===== src/design/cpu_defines.svh =====
`ifndef CPU_DEFINES_SVH
`define CPU_DEFINES_SVH

// data path and address width
`define RW 16

// instruction word width
`define I_SIZE 32

// architectural registers
`define REG_COUNT 16

// instruction memory address bits, 256 words
`define MEM_AW 8

// cycles a multiply keeps execute busy
`define MUL_CYCLES 4

`endif


===== src/design/writeback.sv =====
`include "cpu_defines.svh"

module writeback (
    input  logic                          i_clk,
    input  logic                          i_rst,
    input  logic [$clog2(`REG_COUNT)-1:0] i_rd_sel,
    input  logic [$clog2(`REG_COUNT)-1:0] i_rs_sel,
    output logic [`RW-1:0]                o_rd_val,
    output logic [`RW-1:0]                o_rs_val,
    input  logic                          i_res_valid,
    input  logic                          i_res_we,
    input  logic [$clog2(`REG_COUNT)-1:0] i_res_rd,
    input  logic [`RW-1:0]                i_res_value,
    input  logic [`RW-1:0]                i_res_pc,
    output logic                          o_retire_valid,
    output logic [`RW-1:0]                o_retire_pc,
    output logic                          o_retire_we,
    output logic [$clog2(`REG_COUNT)-1:0] o_retire_rd,
    output logic [`RW-1:0]                o_retire_value
);

    logic [`RW-1:0] regs [`REG_COUNT];
    logic           wr_en;

    assign wr_en = i_res_valid && i_res_we;

    always_ff @(posedge i_clk) begin
        if (i_rst) begin
            for (int i = 0; i < `REG_COUNT; i++) begin
                regs[i] <= '0;
            end
        end else if (wr_en) begin
            regs[i_res_rd] <= i_res_value;
        end
    end

    // a register written this cycle is read with its new value
    assign o_rd_val = (wr_en && i_res_rd == i_rd_sel) ? i_res_value : regs[i_rd_sel];
    assign o_rs_val = (wr_en && i_res_rd == i_rs_sel) ? i_res_value : regs[i_rs_sel];

    always_ff @(posedge i_clk) begin
        if (i_rst) begin
            o_retire_valid <= 1'b0;
        end else begin
            o_retire_valid <= i_res_valid;
        end
        o_retire_pc    <= i_res_pc;
        o_retire_we    <= i_res_we;
        o_retire_rd    <= i_res_rd;
        o_retire_value <= i_res_value;
    end

endmodule


===== config.mk =====
export PLATFORM = sky130hd
export DESIGN_NAME = writeback
export DESIGN_NICKNAME = d
export VERILOG_FILES = /design/src/design/writeback.sv
export VERILOG_INCLUDE_DIRS = /design/src /design/src/design
export SDC_FILE = /design/constraint.sdc
export NUM_CORES = 1
export LEC_CHECK = 0
export BUFFER_PORTS_ARGS = -buffer_cell sky130_fd_sc_hd__buf_2
export CORE_MARGIN = 5
export CORE_UTILIZATION = 60
export DETAILED_ROUTE_END_ITERATION = 7
export GPL_ROUTABILITY_DRIVEN = 0
export HOLD_SLACK_MARGIN = 0.06
export PLACE_DENSITY = 0.77
export RECOVER_POWER = 25
export SKIP_LAST_GASP = 1
export SLEW_MARGIN = 30
export SYNTH_ARGS = -nofsm -noshare
export SYNTH_HDL_FRONTEND = slang
export SYNTH_SLANG_ARGS = --single-unit

===== constraint.sdc =====
create_clock -name i_clk -period 2.7 [get_ports i_clk]
set_clock_uncertainty 0.2 [all_clocks]
set_input_delay 0.54 -clock i_clk [delete_from_list [all_inputs] [get_ports i_clk]]
set_output_delay 0.54 -clock i_clk [all_outputs]
set_load 0.01 [all_outputs]

# == Word-level counts from Yosys, hierarchy flattened ==
# Memory sizes are Yosys's and may differ from the RTL's.
# Cells that the tools add are included.
# totals
reg_bits,38
ramBits,256
out_inout_bits,70
word_cells,22
memories,1
# mem_list
name,depth,word_bits,rd,rd_ports_with_merged_regs,wr,line_no,source
regs,16,16,2,0,16,writeback.sv:22,logic [`RW-1:0] regs [`REG_COUNT];
# classes
n_eq_ne,2
n_mux,10
n_reduce_logical,4
# op_table
operator,count
16-bit 2-to-1 mux,3
16-bit OR reduction,1
4-bit == test,2
1-bit 2-to-1 mux,6
4-bit 2-to-1 mux,1
1-bit logical AND,3

# == Depth between registers and ports, before layout ==
# logic_depth
word_depth,6
mapped_depth,6
ltp_nobuf,4

# == Worst setup path before layout ==
# Ideal clock, no wire load.
# synth_timing
kind,input port to output port
from,in i_rd_sel[0]
to,out o_rd_val[6]
t_arrival_ns,1.890
slack_ns,0.070
path_stages,6
path_buffers,2
path_cell_list,buf_6 -> buf_6 -> mux4_1 -> mux2i_1 -> mux2i_1 -> mux2_2
# synth_via
elab_chain_len,3
word_cells_on_any_way,4
cone_classes,1 x eq/ne; 1 x mux; 1 x reduce/logical; 1 x memory
# synth_rtl
element,line_no,source
"start, declared",writeback.sv:6,"input logic [$clog2(`REG_COUNT)-1:0] i_rd_sel,"
"parallel branches: the longest is 2 deep, another holds memory 16 x 16 bit",--,
16-bit 2-to-1 mux (*),writeback.sv:38,assign o_rd_val = (wr_en && i_res_rd == i_rd_sel) ? i_res_value : regs[i_rd_sel];
"end, declared",writeback.sv:8,"output logic [`RW-1:0] o_rd_val,"
# Mark *: on every way between the ends.

==> impl_metrics.ini <==
[cells_and_area]
fillCellCount = 1468
syn_to_final_growth_pct = 24.6
design_area_sq_um = 18800
n_antenna_cell = 0
post_route_cells_drive_above_1_share_pct = 39.4
finish.net_count = 1183
finish.utilization_pct = 75.4
finish.cell_count_without_fillers = 1489

[power]
p_per_area_nw_per_um2 = 614
p_int_mw = 8.81
vdd_drop_max_mv = 0.613
swShare_pct = 23.8
power.combinational.fraction_pct = 15.6
power_frac_seq_pct = 45.9
power_switching_mw = 2.75
power.leakage_nw = 7.07
clock_power_share_pct = 38.5

[drt]
routed-via-count = 9480
met3RoutedLength_um = 3380
number_of_routed_nets_with_antenna_violations = 0
dr_wl_met2_um = 20900
detail_route.first_pass.iterations = 5
postRouteWirelength_um = 41700
detail_route.iter0.violations = 1045
top_layer_used = met4
post_drt_via_cell_ratio = 6.37
drc = 0
wire_per_inst_um = 28.0
routedLengthMet1_um = 15500

[clock_network]
clock_sink_total = 294
clock-root-buffer = sky130_fd_sc_hd__clkbuf_16
clk_pin_slew_worst_paths_ns = 0.06
cts_max_path_buffers = 3
cts-buffers-inserted = 31
clock_tree_from_tritoncts = done
h_tree_levels = 1

[logic_synthesis]
number_of_enable_flip_flop_cells_after_synthesis = 256
syn_area_sq_um = 15100
synth.lib_cells_used.distinct = 29
synthCells = 937
seq_area_frac_synth_pct = 55.9
synth_fp_nets = 985
async_reset_ff_share_pct = 0
synth_top_cells_by_area = sky130_fd_sc_hd__edfxtp_1, sky130_fd_sc_hd__mux4_2, sky130_fd_sc_hd__and2_1, sky130_fd_sc_hd__mux2i_1, sky130_fd_sc_hd__dfxtp_1
synth-main-ff-cell = sky130_fd_sc_hd__edfxtp_1
synth_largest_type_area_fraction_pct = 50.9
ys_top_cells_by_count = sky130_fd_sc_hd__and2_1, sky130_fd_sc_hd__edfxtp_1, sky130_fd_sc_hd__mux4_2
postSynthAreaPerCell_sq_um = 16.1
postSynthRegisterBits = 294
yosysWarnings = 0
cell_type_contributing_the_most_total_cell_area_after_synthesis = sky130_fd_sc_hd__edfxtp_1

[die]
core_area_sq_um = 25000
chip_width_um = 169
initial_utilization_pct = 60.5
die_area_sq_um = 28500
io_pins = 118
die_y_um = 169
core.rowCount = 58

[global_routing]
gr-total-overflow = 0
global_route_wire_length_before_repair_um = 62400
grt_start_max_net_pins = 21
antenna_found_initial = 0
gr-usage-all-layers_pct = 29.6
first_global_vias = 10110

[placement]
placedInstanceArea_sq_um = 16900
dp_hpwl_um = 26700
place_ws_ns = -0.398
io_buffers = 117
placed_cells_incl_taps = 1401

[sta]
tightest_slew_ns = 0.988
setup_ws_ns = -0.380
timing.final.crit_share_pct = 114
fin_crit_ns = 3.08
grt_setup_unrepaired = true
drv_slew = 0
slew-limit-headroom_pct = 34.1
finalHoldViolCount = 0
finalHoldWorstSlack_ns = 0.102
peak_clock_frequency_supported_by_timing_mhz = 325
report.final.setup_viol = 32

[critical_path]
end_kind = output port
cp.required_ns = 1.96
crit_type = flip-flop to output port
crit_path_dat_ns = 2.34
worst-path-max-fanout = 2
crit_path_start_kind = flip-flop

[flow_run]
max_cap_viol_count = 0

[run_status]
violations = setup timing
status = finished with violations

[worst_hold_path]
worst_hold_path_type = input pin to flip-flop
==> cell families (layout without fill, tap and decap cells) <==
group	Yosys count	in the layout	synth area share [%]
xor+xnor	8	8	0.464
buf+inv	78	300	2.89
flops	294	294	55.9
mux	256	256	27.9
simple gates	301	301	12.8
==> path summary, 6_finish.rpt <==
kind	startpoint	to	slack (ns)	cells after the start
setup / recovery	regs[6][15]	o_rs_val[15]	-0.38	5
hold / removal	i_res_value[15]	o_retire_value[15]	0.10	1
==> metal layers <==
layer | vias up | track usage (%)
met1 | 4836 | 39.2
met3 | 126 | 4.83
met4 | 0 | 12.5
met2 | 530 | 49.3
met5 | - | 0
li1 | 3988 | -
==> sequential cells by signal, summed over array words and instances, names as in the netlist <==
signal / cells
o_retire_value: 16
o_retire_pc: 16
o_retire_we: 1
regs: 256
o_retire_rd: 4
o_retire_valid: 1
==> worst max-delay path: stages, from the launching register on <==
cell and delay (ns):
sky130_fd_sc_hd__edfxtp_1 0.43, sky130_fd_sc_hd__mux4_4 0.63, sky130_fd_sc_hd__mux2i_2 0.20, sky130_fd_sc_hd__mux2i_1 0.13, sky130_fd_sc_hd__mux2_4 0.28, sky130_fd_sc_hd__buf_6 0.12
==> what timing repair did <==
item	4_1_cts	5_1_grt
hold buffers	22	0
buffers inserted	1	1
hold endpoints to repair	22	0
setup endpoints to repair	32	32
gates cloned	6	1
gates resized for setup	93	18
==> power groups by stage <==
stage          clock, mW  combinational [mW]  sequential (mW)
6_report            4.45                1.81             5.30
5_1_grt             4.72                1.89             5.32
4_1_cts             4.49                1.76             5.29
3_5_place_dp           0                1.50             5.39
3_3_place_gp           0                1.48             5.36
2_1_floorplan          0               0.867             5.35
==> cells in the final DEF (no fill, tap or decap), drive strengths merged <==
master / n
or2: 16
nor2: 14
buf: 190
dfxtp: 38
inv: 2
bufinv: 4
nand2: 2
nand4bb: 1
and2: 256
nand2b: 2
mux2i: 96
clkinv: 8
xor2: 2
mux4: 128
nor3: 4
clkbuf: 68
xnor2: 6
dlygate4sd3: 22
clkinvlp: 6
nor2b: 1
nand4: 2
or4: 1
edfxtp: 256
mux2: 32
or4b: 2
==> layout make-up <==
class	instances	area, sq um	area share [%]
Multi-Input combinational cell	565	6500	34.5
Tap cell	330	413	2.19
Timing Repair Buffer	243	2380	12.6
Sequential cell	294	8450	44.9
Clock buffer	37	860	4.57
Clock inverter	20	223	1.18
==> through the flow <==
step	power (mW)	setup TNS (ns)
after global placement	6.84	-9.82
after detailed placement	6.89	-10.04
after floorplan	6.22	0
after CTS	11.5	-8.50
final	11.6	-8.08
after global routing	11.9	-10.05
Power figures use the tool's default switching activity.
