File: src/design/cpu_defines.svh
`ifndef CPU_DEFINES_SVH
`define CPU_DEFINES_SVH

// data path and address width
`define RW 16

// instruction word width
`define I_SIZE 32

// architectural registers
`define REG_COUNT 16

// instruction memory address bits, 256 words
`define MEM_AW 8

// cycles a multiply keeps execute busy
`define MUL_CYCLES 4

`endif

File: src/design/cpu_pkg.sv
package cpu_pkg;

    // instruction opcodes, bits [6:0] of the word
    typedef enum logic [6:0] {
        OP_NOP  = 7'h00,
        OP_LDI  = 7'h01,
        OP_ADD  = 7'h02,
        OP_SUB  = 7'h03,
        OP_AND  = 7'h04,
        OP_MUL  = 7'h05,
        OP_JMP  = 7'h0e,
        OP_JAL  = 7'h0f,
        OP_HALT = 7'h7f
    } opcode_e;

    // jump condition, carried in the rd field
    typedef enum logic [3:0] {
        C_ALWAYS  = 4'h0,
        C_ZERO    = 4'h1,
        C_NONZERO = 4'h2
    } cond_e;

    typedef enum logic [1:0] {
        EX_RUN,
        EX_MUL,
        EX_HALT
    } exec_state_e;

endpackage

File: src/design/execute.sv
`include "cpu_defines.svh"

module execute (
    input  logic                          i_clk,
    input  logic                          i_rst,
    input  logic                          i_valid,
    input  cpu_pkg::opcode_e              i_opcode,
    input  logic [$clog2(`REG_COUNT)-1:0] i_rd,
    input  logic [$clog2(`REG_COUNT)-1:0] i_rs,
    input  logic [`RW-1:0]                i_imm,
    input  logic                          i_predict,
    input  logic [`RW-1:0]                i_rd_val,
    input  logic [`RW-1:0]                i_rs_val,
    output logic                          o_ready,
    output logic [$clog2(`REG_COUNT)-1:0] o_rd_sel,
    output logic [$clog2(`REG_COUNT)-1:0] o_rs_sel,
    output logic                          o_flush,
    output logic [`RW-1:0]                o_exec_pc,
    output logic                          o_res_valid,
    output logic                          o_res_we,
    output logic [$clog2(`REG_COUNT)-1:0] o_res_rd,
    output logic [`RW-1:0]                o_res_value,
    output logic [`RW-1:0]                o_res_pc,
    output logic                          o_halted
);

    // multiplier bits consumed per cycle
    localparam int CHUNK = `RW / `MUL_CYCLES;
    localparam int CNT_W = $clog2(`MUL_CYCLES);

    cpu_pkg::exec_state_e state;
    logic [`RW-1:0]       pc;
    logic [`RW-1:0]       next_pc;
    logic                 fire;
    logic                 taken;
    logic                 alu_we;
    logic [`RW-1:0]       alu_val;
    logic [`RW-1:0]       mul_a;
    logic [`RW-1:0]       mul_b;
    logic [`RW-1:0]       mul_acc;
    logic [`RW-1:0]       mul_sum;
    logic [CNT_W-1:0]     mul_cnt;

    assign o_rd_sel = i_rd;
    assign o_rs_sel = i_rs;
    assign o_ready = (state == cpu_pkg::EX_RUN);
    assign o_halted = (state == cpu_pkg::EX_HALT);
    assign fire = i_valid && o_ready;

    always_comb begin
        taken = 1'b0;
        if (i_opcode == cpu_pkg::OP_JAL) begin
            taken = 1'b1;
        end else if (i_opcode == cpu_pkg::OP_JMP) begin
            case (cpu_pkg::cond_e'(i_rd))
                cpu_pkg::C_ALWAYS:  taken = 1'b1;
                cpu_pkg::C_ZERO:    taken = (i_rs_val == '0);
                cpu_pkg::C_NONZERO: taken = (i_rs_val != '0);
                default:            taken = 1'b0;
            endcase
        end
    end

    assign next_pc = taken ? i_imm : pc + `RW'(1);
    assign o_exec_pc = next_pc;
    // fetch guessed the other direction
    assign o_flush = fire && (taken != i_predict);

    always_comb begin
        alu_we = 1'b1;
        case (i_opcode)
            cpu_pkg::OP_LDI: alu_val = i_imm;
            cpu_pkg::OP_ADD: alu_val = i_rd_val + i_rs_val;
            cpu_pkg::OP_SUB: alu_val = i_rd_val - i_rs_val;
            cpu_pkg::OP_AND: alu_val = i_rd_val & i_rs_val;
            cpu_pkg::OP_JAL: alu_val = pc + `RW'(1);
            cpu_pkg::OP_MUL: alu_val = '0;
            default: begin
                alu_we  = 1'b0;
                alu_val = '0;
            end
        endcase
    end

    // shift-add multiply, one chunk of rs per cycle
    assign mul_sum = mul_acc + mul_a * `RW'(mul_b[CHUNK-1:0]);

    always_ff @(posedge i_clk) begin
        if (fire) begin
            o_res_rd    <= i_rd;
            o_res_pc    <= pc;
            o_res_we    <= alu_we;
            o_res_value <= alu_val;
            mul_a       <= i_rd_val;
            mul_b       <= i_rs_val;
            mul_acc     <= '0;
        end else if (state == cpu_pkg::EX_MUL) begin
            mul_a       <= mul_a << CHUNK;
            mul_b       <= mul_b >> CHUNK;
            mul_acc     <= mul_sum;
            o_res_value <= mul_sum;
        end
    end

    always_ff @(posedge i_clk) begin
        if (i_rst) begin
            state       <= cpu_pkg::EX_RUN;
            pc          <= '0;
            mul_cnt     <= '0;
            o_res_valid <= 1'b0;
        end else begin
            o_res_valid <= 1'b0;
            case (state)
                cpu_pkg::EX_RUN: begin
                    if (fire) begin
                        pc <= next_pc;
                        if (i_opcode == cpu_pkg::OP_MUL) begin
                            state   <= cpu_pkg::EX_MUL;
                            mul_cnt <= '0;
                        end else begin
                            o_res_valid <= 1'b1;
                            if (i_opcode == cpu_pkg::OP_HALT) begin
                                state <= cpu_pkg::EX_HALT;
                            end
                        end
                    end
                end
                cpu_pkg::EX_MUL: begin
                    mul_cnt <= mul_cnt + CNT_W'(1);
                    if (mul_cnt == CNT_W'(`MUL_CYCLES - 1)) begin
                        state       <= cpu_pkg::EX_RUN;
                        o_res_valid <= 1'b1;
                    end
                end
                default: begin
                    state <= cpu_pkg::EX_HALT;
                end
            endcase
        end
    end

    // decode is emptied by the flush, so no second one can follow
    a_flush_single: assert property (
        @(posedge i_clk) disable iff (i_rst) o_flush |=> !o_flush
    );

    // an accepted multiply keeps execute busy for exactly MUL_CYCLES cycles
    a_busy_in_mul: assert property (
        @(posedge i_clk) disable iff (i_rst)
            fire && (i_opcode == cpu_pkg::OP_MUL) |=> !o_ready [*`MUL_CYCLES] ##1 o_ready
    );

endmodule

File: config.mk
export PLATFORM = sky130hd
export DESIGN_NAME = execute
export DESIGN_NICKNAME = d
export VERILOG_FILES = /design/src/design/cpu_pkg.sv /design/src/design/execute.sv
export VERILOG_INCLUDE_DIRS = /design/src /design/src/design
export SDC_FILE = /design/constraint.sdc
export NUM_CORES = 1
export LEC_CHECK = 0
export CAP_MARGIN = 20
export CORE_ASPECT_RATIO = 0.6
export CORE_UTILIZATION = 40
export DETAILED_ROUTE_END_ITERATION = 8
export DONT_BUFFER_PORTS = 1
export GPL_ROUTABILITY_DRIVEN = 0
export SKIP_CTS_REPAIR_TIMING = 1
export SLEW_MARGIN = 40
export SYNTH_ARGS = -nofsm -noshare
export SYNTH_HDL_FRONTEND = slang
export SYNTH_SLANG_ARGS = --single-unit
File: constraint.sdc
create_clock -name i_clk -period 5.1 [get_ports i_clk]
set_clock_uncertainty 0.05 [all_clocks]
set_input_delay 1.53 -clock i_clk [delete_from_list [all_inputs] [get_ports i_clk]]
set_output_delay 1.53 -clock i_clk [all_outputs]
set_load 0.02 [all_outputs]
---- Yosys cells after proc, flatten, opt, wreduce, memory -nomap -nowiden ----
Cells that the tools add are included.
operators by class
  add/subtract/negate cells ............... 5
  multipliers ............................. 1
  divide/modulo/power cells ............... 0
  order comparisons ....................... 0
  equal/unequal tests ..................... 18
  shift-type cells ........................ 0
  mux-type cells .......................... 24
  bitwise logic cells ..................... 1
  reductions and logical operators ........ 12
operator list
  cell                                           count
  2-to-1 mux 16 bit                              7
  one-hot mux 16 bit (5 select lines)            1
  adder 16 bit                                   2
  adder 16 x 1 -> 16 bit, second input constant  1
  bitwise AND 16 bit                             1
  zero test 16 bit                               1
  multiplier 16 x 4 -> 16 bit                    1
  nonzero test 16 bit                            1
  subtractor 16 bit                              1
  == test 7 x 2 -> 1 bit, second input constant  2
  == test 7 x 3 -> 1 bit, second input constant  2
  == test 7 x 4 -> 1 bit, second input constant  2
  2-to-1 mux 2 bit                               6
  one-hot mux 2 bit (2 select lines)             2
  == test 7 x 1 -> 1 bit, second input constant  1
  == test 7 bit, second input constant           1
  2-to-1 mux 1 bit                               6
  != test 2 x 1 -> 1 bit, second input constant  3
  AND reduction 3 bit                            2
  OR reduction 6 bit                             1
  == test 2 bit, second input constant           2
  == test 4 x 1 -> 1 bit, second input constant  1
  == test 4 x 2 -> 1 bit, second input constant  1
  zero test 4 bit                                1
  10 further kinds                               12
word-level totals
  register bits ........................... 106
  latch bits .............................. 0
  memory bits (writable) .................. 0
  memory bits (read-only) ................. 0
  input port bits ......................... 67
  output and inout bits ................... 65
  word-level logic and storage cells ...... 72
  memories kept ........................... 0

---- Logic depth before layout (Yosys ltp) ----
  word-level depth ........................ 6
  depth in mapped cells ................... 17
  depth with buffers taken out ............ 15

---- Least setup slack after synthesis ----
Ideal clock, no wire load.
  path kind ............................... input to output
  start ................................... input i_rs_val[1]
  end ..................................... output o_exec_pc[10]
  arrival ................................. 3.825 ns
  data required time ...................... 3.520 ns
  path slack .............................. -0.305 ns
  cell stages on the path ................. 10
  path buffers ............................ 1
  cell sequence ........................... inv_1 > ha_1 > nor3b_1 > nand3_1 > nor4_4 > mux2i_1 > a41o_1 > clkbuf_1 > nor2_1 > nor2_1
between the ends
  cells in the longest elaborated chain, start to end .. 5
  elaborated cells on any way between the ends .. 6
  those cells by class .................... 4 x mux; 2 x reduce/logical
RTL lines
  element                                                         RTL line                      RTL
  start: declaration                                              execute.sv:13                 input logic [`RW-1:0] i_rs_val,
  nonzero test 16 bit / zero test 16 bit (equally long branches)  execute.sv:58, execute.sv:57
  one-hot mux 1 bit (3 select lines) *                            execute.sv:55                 case (cpu_pkg::cond_e'(i_rd))
  2-to-1 mux 1 bit *                                              execute.sv:54                 end else if (i_opcode == cpu_pkg::OP_JMP) begin
  2-to-1 mux 1 bit *                                              execute.sv:52                 if (i_opcode == cpu_pkg::OP_JAL) begin
  2-to-1 mux 16 bit *                                             execute.sv:64                 assign next_pc = taken ? i_imm : pc + `RW'(1);
  end: declaration                                                execute.sv:18                 output logic [`RW-1:0] o_exec_pc,
Every way passes the cells marked *; elsewhere a longest branch is shown, timed or not.

---- Worst setup path after layout ----
  start ................................... input i_rs_val[1]
  end ..................................... output o_exec_pc[11]
Same word-level chain as after synthesis.

==> impl_metrics.csv <==
group,metric,value,unit
timing,slew_headroom,47.9,%
timing,fmax,0.194,GHz
worst_setup_path,required,3520,ps
routing,wl_met1,12.4,mm
yosys,yosys.area_share.simple,20.1,%
timing,drv_slew,0,
worst_setup_path,arrival,3570,ps
global_routing,grt_pass1_vias,6271,
yosys,synth_compound_area_share,15.8,%
floorplan,rows,40,
routing,dr_wl_met2,9.78,mm
clock_network,cts_buffers,9,
placement,placed_cells,1190,
clock_network,clk_latency,370,ps
yosys,synth_seq_area_share,34.3,%
clock_network,clock_path_buffers,2,
floorplan,chipWidth,187,um
routing,num_vias,6934,
clock_network,cts-root-buf,"clkbuf_16",
routing,drt_wl_total,26.0,mm
timing,hold_violations,0,
final_layout,stdcell_count,1221,
yosys,ys_types,67,
yosys,synth_fp_nets,1051,
yosys,syn_area,8190,sq um
final_layout,final_cell_mix,"nand2_1, inv_1, edfxtp_1, and2_1, buf_4",
yosys,ys_seq_elements,106,
final_layout,drive_above_1_share,13.1,%
clock_network,cts_htree_levels,3,
yosys,yosys-mux-area-fraction,1.97,%
yosys,synth_enable_flop_cells,69,
routing,drt_pass1_iterations,5,
timing,period_share,101,%
placement,hpwl,20.2,mm
global_routing,antenna_found_initial,0,
worst_setup_path,cpPeakStageDelay,390,ps
yosys,syn_inst,907,
final_layout,fin_area,9380,sq um
routing,drt-wirelength-per-cell,21.3,um
routing,drc,0,
power_and_ir_drop,powerDensity,270,nW/um^2
floorplan,initial_core_util,40.9,%
yosys,syn_area_per_cell,9.03,sq um
global_routing,grt_pass1_wl,38.8,mm
status,violations,"negative setup slack",
clock_network,cts_sinks,106,
final_layout,syn_to_final_growth,14.5,%
flow_run,max_cap_violations,0,
worst_setup_path,critPathSlowestCell,"nor4_4",
final_layout,final_common_cell,"nand2_1",
global_routing,grt_usage,24.4,%
timing,rsz0062_at_grt,"yes",
worst_setup_path,startpoint_type,"input port",
placement,dpl_cell_area,8790,sq um
clock_network,cts_tree,"done",
power_and_ir_drop,power,2.53,mW
placement,place_ws,-118,ps
final_layout,diodes,0,
final_layout,nets,1087,
power_and_ir_drop,ir_drop,0.148,mV
floorplan,core-area,20000,sq um
yosys,synthArstFlopShare,0,%
worst_setup_path,critical_path_class,"in -> out",
routing,dr.first_iter.drc_count,895,
yosys,yosys.area_share.adder,15.3,%
placement,io_buffers,0,
power_and_ir_drop,cellLeakagePower,3.96,nW
timing,min_period,5150,ps
worst_setup_path,cp_max_fo,8,
clock_network,cts.clk_slew.worst_paths,70,ps
timing,setup_violations,12,
routing,ant_nets,0,
global_routing,grt_overflow,0,
floorplan,dieArea,21100,sq um
status,outcome,"finished, violations left",
floorplan,io_pins,132,
yosys,synthFlopType,"edfxtp_1",
hold_path,hold_class,"reg -> reg",
final_layout,utilization,46.8,%
timing,postLayoutSetupSlackWorst,-53.2,ps
yosys,synth_top_family_by_area,"simple AND/OR/NAND/NOR gates",
yosys,synth-xor-area-share,6.16,%
timing,finalSetupTns,-426,ps
floorplan,die_h,113,um
timing,tightest_slew,778,ps
yosys,yosys_warnings,0,
timing,holdWs,414,ps
worst_setup_path,path_cells,"clkinv_16 > ha_4 > nor3b_4 > nand3_2 > nor4_4 > mux2i_4 > buf_6 > a41oi_4 > buf_12 > mux2_4",
routing,top_layer,"met4",
worst_setup_path,endpoint_kind,"output port",
global_routing,grt_max_degree,38,
routing,viasPerCell,5.68,
routing,routed-wl-met3,3.67,mm
-- layout make-up --
cell class              instances  area [sq um]
clock buffers                  12           246
clock inverters                 4          18.8
flip-flops and latches        106          2810
multi-input cells             676          5000
inverters                      84           349
fillers                      1951         10600
repair buffers                 66           607
well taps                     273           342
-- power breakdown --
| group | leakage (nW) | switching [mW] | internal [mW] |
|---|---|---|---|
| registers | 0.996 | 0.0893 | 0.991 |
| clock network | 0.134 | 0.323 | 0.341 |
| logic | 2.83 | 0.459 | 0.326 |
| total | 3.96 | 0.871 | 1.66 |
-- critical path: cells and delay by family --
kind	cells	cell delay, ps
buffers and inverters	3	350
and+or+nand+nor	3	720
muxes	2	720
adders and majority gates	1	120
AOI/OAI and AO/OA	1	100
-- cell families after synthesis --
group                    Yosys count
AO/OA/AOI/OAI                    191
XOR/XNOR                          56
adder cells (fa/ha/maj)           77
buffers and inverters            125
flip-flops                       106
multiplexers                      15
AND/OR/NAND/NOR                  337
-- state kept, by name, indices dropped and copies added (netlist names), 2 cells and up --
register and cells:
mul_a 16, o_res_rd 4, mul_b 16, state 2, mul_cnt 2, mul_acc 16
o_res_value 16, pc 16, o_res_pc 16
-- worst paths after layout --
path | startpoint | to | slack, ps | cells past startpoint
setup / recovery | i_rs_val[1] | o_exec_pc[11] | -50 | 10
setup reg to reg | mul_b[2] | o_res_value[15] | 270 | 13
hold reg to reg | pc[13] | o_res_pc[13] | 410 | 0
hold / removal | pc[13] | o_res_pc[13] | 410 | 0
-- Yosys cell counts (5+ instances only) --
cell type / n / area, sq um
inv_1: 83 / 312
and2_1: 60 / 375
ha_1: 38 / 475
buf_4: 9 / 67.6
a221oi_1: 5 / 43.8
nand3_1: 27 / 135
a211oi_1: 10 / 75.1
a21oi_1: 32 / 160
edfxtp_1: 69 / 2070
a32oi_1: 8 / 70.1
fa_1: 39 / 781
or3_1: 6 / 37.5
nor2_1: 52 / 195
xnor2_1: 30 / 263
nor3_1: 15 / 75.1
nor2b_1: 10 / 62.6
o21ai_0: 55 / 275
a32o_1: 5 / 50.1
o211ai_1: 6 / 45.0
o22ai_1: 7 / 43.8
a31oi_1: 6 / 37.5
mux2i_1: 6 / 60.1
a22oi_1: 9 / 67.6
dfxtp_1: 37 / 741
a21o_1: 10 / 75.1
clkbuf_1: 28 / 105
o31ai_1: 6 / 45.0
nand2_1: 129 / 484
nand2b_1: 8 / 50.1
mux2_2: 9 / 101
xor2_1: 25 / 219
and3_1: 8 / 50.1
o21a_1: 5 / 37.5
-- routing by layer --
| metal | up-vias | global-route usage [%] |
|---|---|---|
| met4 | 0 | 4.04 |
| met2 | 360 | 30.5 |
| met1 | 3338 | 38.1 |
| met5 | - | 0 |
| met3 | 14 | 10.3 |
| li1 | 3222 | - |
(Power assumes the default switching activity.)
