### src/design/cpu_defines.svh
`ifndef CPU_DEFINES_SVH
`define CPU_DEFINES_SVH

// data path and address width
`define RW 16

// instruction word width
`define I_SIZE 32

// architectural registers
`define REG_COUNT 16

// instruction memory address bits, 256 words
`define MEM_AW 8

// cycles a multiply keeps execute busy
`define MUL_CYCLES 4

`endif

### src/design/cpu_pkg.sv
package cpu_pkg;

    // instruction opcodes, bits [6:0] of the word
    typedef enum logic [6:0] {
        OP_NOP  = 7'h00,
        OP_LDI  = 7'h01,
        OP_ADD  = 7'h02,
        OP_SUB  = 7'h03,
        OP_AND  = 7'h04,
        OP_MUL  = 7'h05,
        OP_JMP  = 7'h0e,
        OP_JAL  = 7'h0f,
        OP_HALT = 7'h7f
    } opcode_e;

    // jump condition, carried in the rd field
    typedef enum logic [3:0] {
        C_ALWAYS  = 4'h0,
        C_ZERO    = 4'h1,
        C_NONZERO = 4'h2
    } cond_e;

    typedef enum logic [1:0] {
        EX_RUN,
        EX_MUL,
        EX_HALT
    } exec_state_e;

endpackage

### src/design/decode.sv
`include "cpu_defines.svh"

module decode (
    input  logic                        i_clk,
    input  logic                        i_rst,
    input  logic                        i_submit,
    input  logic [`I_SIZE-1:0]          i_instr,
    input  logic                        i_jmp_predict,
    input  logic                        i_flush,
    input  logic                        i_ex_ready,
    output logic                        o_next_ready,
    output logic                        o_valid,
    output cpu_pkg::opcode_e            o_opcode,
    output logic [$clog2(`REG_COUNT)-1:0] o_rd,
    output logic [$clog2(`REG_COUNT)-1:0] o_rs,
    output logic [`RW-1:0]              o_imm,
    output logic                        o_predict
);

    cpu_pkg::opcode_e                dec_op;
    cpu_pkg::opcode_e                q_op   [2];
    logic [$clog2(`REG_COUNT)-1:0]   q_rd   [2];
    logic [$clog2(`REG_COUNT)-1:0]   q_rs   [2];
    logic [`RW-1:0]                  q_imm  [2];
    logic                            q_pred [2];
    logic [1:0]                      count;
    logic                            wr_ptr;
    logic                            rd_ptr;
    logic                            pop;

    // anything not in the ISA runs as a NOP
    always_comb begin
        case (i_instr[6:0])
            cpu_pkg::OP_LDI, cpu_pkg::OP_ADD, cpu_pkg::OP_SUB, cpu_pkg::OP_AND,
            cpu_pkg::OP_MUL, cpu_pkg::OP_JMP, cpu_pkg::OP_JAL, cpu_pkg::OP_HALT:
                dec_op = cpu_pkg::opcode_e'(i_instr[6:0]);
            default:
                dec_op = cpu_pkg::OP_NOP;
        endcase
    end

    always_ff @(posedge i_clk) begin
        if (i_submit) begin
            q_op[wr_ptr]   <= dec_op;
            q_rd[wr_ptr]   <= i_instr[10:7];
            q_rs[wr_ptr]   <= i_instr[14:11];
            q_imm[wr_ptr]  <= i_instr[31:16];
            q_pred[wr_ptr] <= i_jmp_predict;
        end
    end

    always_ff @(posedge i_clk) begin
        if (i_rst || i_flush) begin
            count  <= 2'd0;
            wr_ptr <= 1'b0;
            rd_ptr <= 1'b0;
        end else begin
            if (i_submit) begin
                wr_ptr <= !wr_ptr;
            end
            if (pop) begin
                rd_ptr <= !rd_ptr;
            end
            count <= count + 2'(i_submit) - 2'(pop);
        end
    end

    assign pop = o_valid && i_ex_ready;
    assign o_valid = (count != 2'd0);
    assign o_opcode = q_op[rd_ptr];
    assign o_rd = q_rd[rd_ptr];
    assign o_rs = q_rs[rd_ptr];
    assign o_imm = q_imm[rd_ptr];
    assign o_predict = q_pred[rd_ptr];

    // room for whatever fetch may send next cycle
    assign o_next_ready = !(count == 2'd2 || (count == 2'd1 && i_submit));

    a_no_push_when_full: assert property (
        @(posedge i_clk) disable iff (i_rst) i_submit |-> count != 2'd2
    );

endmodule

### config.mk
export PLATFORM = sky130hd
export DESIGN_NAME = decode
export DESIGN_NICKNAME = d
export VERILOG_FILES = /design/src/design/cpu_pkg.sv /design/src/design/decode.sv
export VERILOG_INCLUDE_DIRS = /design/src /design/src/design
export SDC_FILE = /design/constraint.sdc
export NUM_CORES = 1
export LEC_CHECK = 0
export BUFFER_PORTS_ARGS = -buffer_cell sky130_fd_sc_hd__buf_2
export CAP_MARGIN = 10
export CELL_PAD_IN_SITES_DETAIL_PLACEMENT = 1
export CELL_PAD_IN_SITES_GLOBAL_PLACEMENT = 2
export CORE_UTILIZATION = 33
export DETAILED_ROUTE_END_ITERATION = 10
export PLACE_DENSITY_LB_ADDON = 0.1
export SKIP_LAST_GASP = 1
export SYNTH_ARGS = -nofsm -noshare
export SYNTH_HDL_FRONTEND = slang
export SYNTH_SLANG_ARGS = --single-unit
### constraint.sdc
create_clock -name i_clk -period 2.45 [get_ports i_clk]
set_clock_uncertainty 0.15 [all_clocks]
set_input_delay 0 -clock i_clk [delete_from_list [all_inputs] [get_ports i_clk]]
set_output_delay 0 -clock i_clk [all_outputs]
set_load 0.1 [all_outputs]
# After elaboration in Yosys (flattened, before gate mapping)
# Memory sizes are Yosys's and may differ from the RTL's. A register that Yosys moved wholly into a read port is not among the register bits.
# Cells that the tools add are included.
[classes]
addsub = 2
eq_ne = 10
mux = 13
n_reduce_logical = 9
[op_table]
columns = ["op", "count"]
rows = [
  ["7-bit by 2-bit == test with 1-bit output, second input constant", 2],
  ["7-bit by 3-bit == test with 1-bit output, second input constant", 2],
  ["7-bit by 4-bit == test with 1-bit output, second input constant", 2],
  ["1-bit 2-to-1 mux", 12],
  ["8-bit OR reduction", 1],
  ["7-bit by 1-bit == test with 1-bit output, second input constant", 1],
  ["7-bit == test, second input constant", 1],
  ["7-bit 2-to-1 mux", 1],
  ["1-bit zero test", 3],
  ["2-bit by 1-bit adder with 2-bit output", 1],
  ["2-bit by 1-bit == test with 1-bit output, second input constant", 1],
  ["2-bit == test, second input constant", 1],
  ["1-bit logical AND", 2],
  ["1-bit logical OR", 2],
  ["2-bit nonzero test", 1],
  ["2-bit by 1-bit subtractor with 2-bit output", 1],
]
[word_totals]
regBits = 4
ramBits = 64
input_bits = 38
out_inout_bits = 34
word_cells = 42
n_memories = 5
[mem_list]
columns = ["name", "depth", "word_bits", "rd", "rd_clocked_by_memory_dff", "wr", "line", "text"]
rows = [
  ["q_imm", 2, 16, 1, 1, 1, "decode.sv:24", "logic [`RW-1:0] q_imm [2];"],
  ["q_op", 2, 7, 1, 1, 1, "decode.sv:21", "cpu_pkg::opcode_e q_op [2];"],
  ["q_rd", 2, 4, 1, 1, 1, "decode.sv:22", "logic [$clog2(`REG_COUNT)-1:0] q_rd [2];"],
  ["q_rs", 2, 4, 1, 1, 1, "decode.sv:23", "logic [$clog2(`REG_COUNT)-1:0] q_rs [2];"],
  ["q_pred", 2, 1, 1, 1, 1, "decode.sv:25", "logic q_pred [2];"],
]

# Depth between registers and ports, before layout
# Gate-level depths: netlist of the first run.
[logic_depth]
word_depth = 4
ltp_mapped = 7
ltp_nobuf = 7

# Worst setup path before layout of the first run
# Ideal clock, no wire load.
[synth_timing]
path_type = "flip-flop to flip-flop"
from = "register wr_ptr"
to = "memory q_imm[0][0] in the netlist's numbering, enable pin"
setup_time_ns = 0.425
arrival_time_ns = 1.768
t_required_ns = 1.875
slack_ns = 0.108
stages_incl_launch_ff = 2
synth_period_minus_slack_ns = 2.342
path_cell_list = "dfxtp_1 > nor2b_1"
[synth_rtl]
columns = ["element", "line", "text"]
rows = [
  ["start: declaration", "decode.sv:27", "logic wr_ptr;"],
  ["start signal: assignment", "decode.sv:59", "wr_ptr <= !wr_ptr;"],
  ["end: declaration", "decode.sv:24", ""],
]
# No word-level cell before the write port.

# Final worst setup path of the first run
[layout_timing]
from = "register count[1]"
to = "register count[1]"
[layout_via]
elab_chain_cells = 3
elab_cells_between_ends = 4
classes_between = "add/sub (2); reduce/logical (2)"
[layout_rtl]
columns = ["element", "line", "text"]
rows = [
  ["start: declaration", "decode.sv:26", "logic [1:0] count;"],
  ["start signal: assignment", "decode.sv:64", "count <= count + 2'(i_submit) - 2'(pop);"],
  ["2-bit nonzero test", "decode.sv:69", "assign o_valid = (count != 2'd0);"],
  ["1-bit logical AND", "decode.sv:68", "assign pop = o_valid && i_ex_ready;"],
  ["via pop", "decode.sv:29", "logic pop;"],
  ["2-bit by 1-bit subtractor with 2-bit output", "decode.sv:64", ""],
]
# The timed path passes the listed nets, and every way through them passes these cells.
# A chain may end at the register's enable or synchronous reset.

==> run_results.csv, run 1 <==
group,metric,value,unit
outcome,status,"complete, no violations",
run,max-cap-violations,0,
power_and_ir_drop,p_per_area,668,nW/um^2
logic_synthesis,synth_top_area_share,71.5,%
logic_synthesis,yosysUniqueCellTypes,24,
sta,fin_crit,2310,ps
routing,drc_errors,0,
routing,wirelength,5780,microns
worst_setup_path,path_cells,"o21a_1 > ha_1 > inv_1 > ha_1 > xor2_1 > xnor2_1 > nor3_1 > dlygate4sd3_1",
sta,rsz0062_at_grt,"false",
routing,routed_via_density,4.56,
worst_setup_path,crit_arrival,2440,ps
worst_setup_path,crit_required,2580,ps
routing,vias,1678,
logic_synthesis,synthCells,143,
final_layout,drive_above_1_share,46.2,%
clocking,cts.htree.levels,3,
logic_synthesis,synth_area,2690,sq um
final_layout,regArea,2020,sq um
logic_synthesis,ys_seq_elements,69,
final_layout,multi_input_area,646,sq um
floorplanning,die_area,8510,sq um
final_layout,area_growth,57.0,%
logic_synthesis,yosys.area.top_type,"edfxtp_1",
worst_setup_path,path_class,"reg -> reg",
worst_setup_path,slowest_delay,570,ps
final_layout,finalNonFillerCells,368,
power_and_ir_drop,p_seq_share,48.0,%
sta,max_freq,0.434,GHz
routing,wire_per_inst,15.7,microns
placement,place_congestion,0.705,
placement,port_buffers,70,
sta,setup_viol,0,
clocking,ctsResizeCount,0,
worst_setup_path,cp_max_fo,5,
grt,grt_pass1_wl,9450,microns
final_layout,final_area,4220,sq um
clocking,cts_buffers,9,
sta,setup_ws,143,ps
final_layout,fill_cells,754,
hold_path,worstHoldPathType,"in -> reg",
clocking,cts_sinks,69,
clocking,cts_root_buf,"clkbuf_8",
floorplanning,rows,32,
grt,grt_pass1_vias,1925,
routing,antenna_left,0,
sta,hold_viol_final,0,
worst_setup_path,end_kind,"flop",
clocking,cts.path.max_buffers,2,
clocking,post_cts_buffers,0,
worst_setup_path,cpMostUsedCell,"ha_1",
worst_setup_path,cp-start-kind,"flop",
placement,place_ws,725,ps
floorplanning,ios,72,
sta,relSlewSlack,67.7,%
sta,tns,0,ps
floorplanning,start_util,34.4,%
power_and_ir_drop,power.leakage,1.59,nW
sta,tightest_slew,489,ps
final_layout,layout.nets,302,
final_layout,num_antenna_cells,0,
power_and_ir_drop,power,2.82,mW
placement,place_area,3680,sq um
clocking,clkTransAtPathRegs,70,ps
worst_setup_path,crit_path_top_delay_cell,"dlygate4sd3_1",
power_and_ir_drop,clockPowerShare,27.5,%
routing,dr.pass1.iters,3,
floorplanning,die_w,92.2,microns
sta,timing.final.crit_share,94.2,%
power_and_ir_drop,p_comb_share,24.5,%
power_and_ir_drop,power_switching,861,uW
clocking,cts_tree,"done",
grt,antenna_found_initial,0,
clocking,clock_latency,330,ps
power_and_ir_drop,swShare,30.6,%
power_and_ir_drop,internal_power,1.95,mW
logic_synthesis,synth-seq-area-share,75.2,%
grt,grt_use_total,15.2,%
routing,drtIter0Drc,58,
logic_synthesis,synth_area_leaders,"edfxtp_1 (72%), mux2_2 (11%), dfxtp_1 (3.7%)",
logic_synthesis,yosysWarnings,0,
logic_synthesis,synthesis.nets,183,
grt,grt_max_degree,20,
placement,dp_cells,316,
logic_synthesis,avgSynthCellArea,18.8,sq um
floorplanning,core_area,7810,sq um
power_and_ir_drop,peakVddDrop,0.305,mV
sta,slew_violations,0,
placement,dp_hpwl,3890,microns
floorplanning,die_y,92.2,microns
grt,grt_overflow,0,
==> layer usage <==
metal | GRT usage, % | up-vias | routed length, microns
met5 | 0 | - | 0
met4 | 6.64 | 0 | 95
met3 | 4.64 | 10 | 249
met2 | 27.6 | 43 | 3170
met1 | 16.2 | 826 | 2260
li1 | - | 799 | -
==> power by group through the flow <==
stage          Combinational (mW)  Clock [mW]  Sequential [mW]
3_3_place_gp                0.635           0             1.37
5_1_grt                     0.716       0.853             1.36
2_1_floorplan               0.401           0             1.37
4_1_cts                     0.694       0.804             1.35
3_5_place_dp                0.648           0             1.38
6_report                    0.689       0.776             1.35
==> synth_stat cells <==
| master | count |
|---|---|
| and2_1 | 1 |
| dfxtp_1 | 5 |
| nor3_1 | 6 |
| nand2_1 | 1 |
| nor4b_2 | 4 |
| a211oi_1 | 1 |
| a21oi_1 | 3 |
| and3_1 | 1 |
| nor2_1 | 1 |
| xnor2_1 | 3 |
| o21a_1 | 1 |
| xor2_1 | 1 |
| mux2_1 | 6 |
| nor3_2 | 1 |
| o21ai_1 | 1 |
| edfxtp_1 | 64 |
| nor2b_1 | 2 |
| a31oi_1 | 1 |
| or2_2 | 1 |
| buf_2 | 4 |
| nor3b_1 | 5 |
| ha_1 | 2 |
| mux2_2 | 26 |
| inv_1 | 2 |
==> worst max-delay path, delay by kind of cell, from the launching register on <==
kind / cells / cell delay [ps]
buf+inv: 2 / 610
flops: 1 / 350
fa+ha+maj: 2 / 470
compound gates: 1 / 230
xor+xnor: 2 / 290
simple gates: 1 / 160
==> registers in the layout, indices dropped and copies added (netlist names), named ones only <==
signal  count
q_imm      32
q_op       14
q_rd        8
q_rs        8
count       2
q_pred      2
rd_ptr      1
wr_ptr      1
==> timing repair <==
action,4_1_cts,5_1_grt
setup endpoints to repair,0,0
hold buffers,37,0
hold endpoints to repair,69,0
==> placed cells by master (no fill, tap or decap), types with 2 or more instances in the layout <==
cell type,Yosys,layout
buf_4,0,4
mux2_1,6,6
a21oi_1,3,3
nor4b_2,4,4
edfxtp_1,64,64
dlygate4sd3_1,0,37
nor3_1,6,6
inv_1,2,2
xnor2_1,3,3
clkinv_2,0,2
dfxtp_1,5,5
ha_1,2,2
mux2_2,26,26
buf_2,4,38
clkinvlp_4,0,3
clkbuf_8,0,9
buf_12,0,33
nor3b_1,5,5
==> stage by stage <==
stage | utilization [%] | hold WS (ps)
2_1_floorplan | - | -74.9
3_3_place_gp | 47.2 | 40.2
5_1_grt | 54.0 | 62.9
4_1_cts | 54.0 | 53.7
6_report | 54.0 | 78.3
3_5_place_dp | 47.2 | 42.4
==> area by class of cell <==
| type | count | area share (%) |
|---|---|---|
| Clock inverter | 6 | 0.979 |
| Inverter | 2 | 0.178 |
| Clock buffer | 9 | 2.94 |
| Tap cell | 102 | 3.02 |
| Sequential cell | 69 | 47.9 |
| Timing Repair Buffer | 112 | 29.7 |
| Multi-Input combinational cell | 68 | 15.3 |
==> path summary, 6_finish.rpt <==
kind,cells after the start,end,slack (ps),start
min reg2reg,2,flop,450,rd_ptr
max,8,count[1],140,count[1]
min,3,q_op[1][2],80,i_instr[3]
max reg2reg,8,count[1],140,count[1]
==> logic make-up after synthesis <==
logic type	count (synthesis)	share of synthesized area, %
buffers and inverters	6	1.02
flip-flops	69	75.2
multiplexers	32	13.4
adder cells (fa/ha/maj)	2	0.931
XOR/XNOR	4	1.30
AO/OA/AOI/OAI	7	1.54
AND/OR/NAND/NOR	23	6.56
No activity file was read; power rests on OpenSTA's default activity.
==> inputs of run 2 (changes only) <==
- PLACE_DENSITY: default -> 0.73
- PLACE_DENSITY_LB_ADDON: 0.1 -> default
- SKIP_CTS_REPAIR_TIMING: default -> 1
==> run_results.csv, run 2 (synthesis gave the netlist of run 1 again) <==
group,metric,value,unit
worst_setup_path,r2r-end,"count[1]",
routing,drc_errors,0,
routing,antenna_left,0,
routing,met3_wirelength,321,microns
grt,grt_use_total,13.1,%
final_layout,top_register,"q_imm",
worst_setup_path,path_cells,"o21a_1 > ha_1 > inv_1 > ha_1 > xor2_1 > xnor2_1 > nor3_1 > dlygate4sd3_1",
sta,rsz0062_at_grt,"false",
power_and_ir_drop,peakVddDrop,0.326,mV
hold_path,hold_start,"i_ex_ready",
final_layout,num_antenna_cells,0,
routing,vias,1654,
worst_setup_path,crit_path_top_delay_cell,"dlygate4sd3_1",
sta,timing.final.crit_share,90.4,%
run,max-cap-violations,0,
placement,place_congestion,0.704,
final_layout,layout.nets,299,
hold_path,worstHoldPathType,"in -> reg",
sta,hold_viol_final,2,
floorplanning,ios,72,
sta,fin_crit,2210,ps
floorplanning,core_area,7810,sq um
worst_setup_path,path_buf_inv,2,
power_and_ir_drop,power,3.02,mW
grt,grt_pass1_vias,1613,
clocking,clock_latency,330,ps
sta,tns,0,ps
power_and_ir_drop,power.leakage,1.58,nW
floorplanning,die_w,92.2,microns
worst_setup_path,crit_required,2580,ps
clocking,cts.path.max_buffers,2,
worst_setup_path,rr_startpoint,"count[1]",
final_layout,largest_reg_flops,32,
routing,wirelength,5490,microns
clocking,cts.htree.levels,3,
sta,max_freq,0.452,GHz
routing,drtIter0Drc,45,
routing,wl_met1,2380,microns
final_layout,final_cell_mix,"edfxtp_1 (64), buf_2 (43), dlygate4sd3_1 (35), buf_12 (28), mux2_2 (26)",
floorplanning,die_area,8510,sq um
worst_setup_path,path_class,"reg -> reg",
worst_setup_path,critPathTopFamily,"buffers and inverters",
placement,dp_hpwl,3530,microns
final_layout,fill_cells,750,
final_layout,final_common_cell,"edfxtp_1",
worst_setup_path,r2r_slack,240,ps
worst_setup_path,crit_arrival,2350,ps
worst_setup_path,slowest_delay,560,ps
worst_setup_path,cp_max_fo,5,
hold_path,min_to,"rd_ptr",
placement,port_buffers,70,
grt,grt_max_degree,33,
sta,slew_violations,0,
grt,antenna_found_initial,0,
power_and_ir_drop,p_per_area,724,nW/um^2
routing,dr.pass1.iters,4,
worst_setup_path,cpMostUsedCell,"ha_1",
worst_setup_path,end_kind,"flop",
final_layout,area_growth,55.3,%
worst_setup_path,rr_worst_depth,8,
routing,met2_length,2690,microns
clocking,cts_buffers,9,
outcome,status,"finished with violations",
floorplanning,rows,32,
grt,grt_overflow,0,
clocking,cts_tree,"done",
floorplanning,die_y,92.2,microns
final_layout,drive_above_1_share,46.6,%
sta,setup_viol,0,
grt,grt_pass1_wl,8200,microns
clocking,clkTransAtPathRegs,70,ps
outcome,violations,"hold timing",
floorplanning,start_util,34.4,%
placement,place_area,3600,sq um
clocking,cts_sinks,69,
worst_setup_path,cp-start-kind,"flop",
hold_path,holdPathStages,4,
final_layout,largest_registers,"q_imm: 32 flops, q_op: 14 flops",
routing,wire_per_inst,15.0,microns
clocking,cts_root_buf,"clkbuf_8",
routing,routed_via_density,4.52,
sta,tightest_slew,499,ps
final_layout,final_area,4170,sq um
sta,hold_ws,-24.3,ps
routing,highest_layer,"met4",
sta,relSlewSlack,66.9,%
## run 2: cell count changes in the layout (fill, tap and decap cells not counted), sizes merged
cell         previous run  this run
bufinv                  0         2
clkinvlp                3         1
dlygate4sd3            37        35
buf                    75        74
inv                     2         3
## run 2: worst reg2reg max path, cell delays in order (launching register included)
cell and delay (ps):
dfxtp_1 360, o21a_1 230, ha_1 270, inv_1 40, ha_1 170, xor2_1 150
xnor2_1 130, nor3_1 120, dlygate4sd3_1 560
## run 2: power by group
| part | total [mW] | switching, mW | internal (mW) |
|---|---|---|---|
| Sequential | 1.35 | 0.0125 | 1.34 |
| Clock | 1.01 | 0.430 | 0.577 |
| Combinational | 0.662 | 0.425 | 0.238 |
## run 2: through the flow
stage	instances	setup slack (ps)	utilization (%)
global route	366	106	53.5
global placement	315	800	46.1
finish	366	235	53.5
CTS	331	545	49.0
detailed placement	315	778	46.1
floorplan	143	108	-
## run 2: final cells by class
| cell class | count | area (sq um) | share of cell area [%] |
|---|---|---|---|
| inverters | 2 | 7.51 | 0.180 |
| multi-input cells | 68 | 646 | 15.5 |
| clock buffers | 9 | 124 | 2.97 |
| repair buffers | 109 | 1150 | 27.5 |
| clock inverters | 7 | 98.8 | 2.37 |
| flip-flops and latches | 69 | 2020 | 48.4 |
| well taps | 102 | 128 | 3.06 |
## run 2: how the worst max path moves through the flow
stage / startpoint / to / cells past startpoint
after floorplan: wr_ptr / q_imm[0][0] / 1
after global placement: count[1] / count[1] / 7
after detailed placement: count[1] / count[1] / 7
after CTS: flop / o_opcode[0] / 3
after global routing: count[1] / count[1] / 8
final: count[1] / count[1] / 8
## run 2: routing by layer
| layer | global-route usage (%) | up-vias |
|---|---|---|
| met3 | 4.06 | 9 |
| met2 | 20.1 | 54 |
| li1 | - | 790 |
| met1 | 16.3 | 801 |
| met4 | 7.42 | 0 |
| met5 | 0 | - |
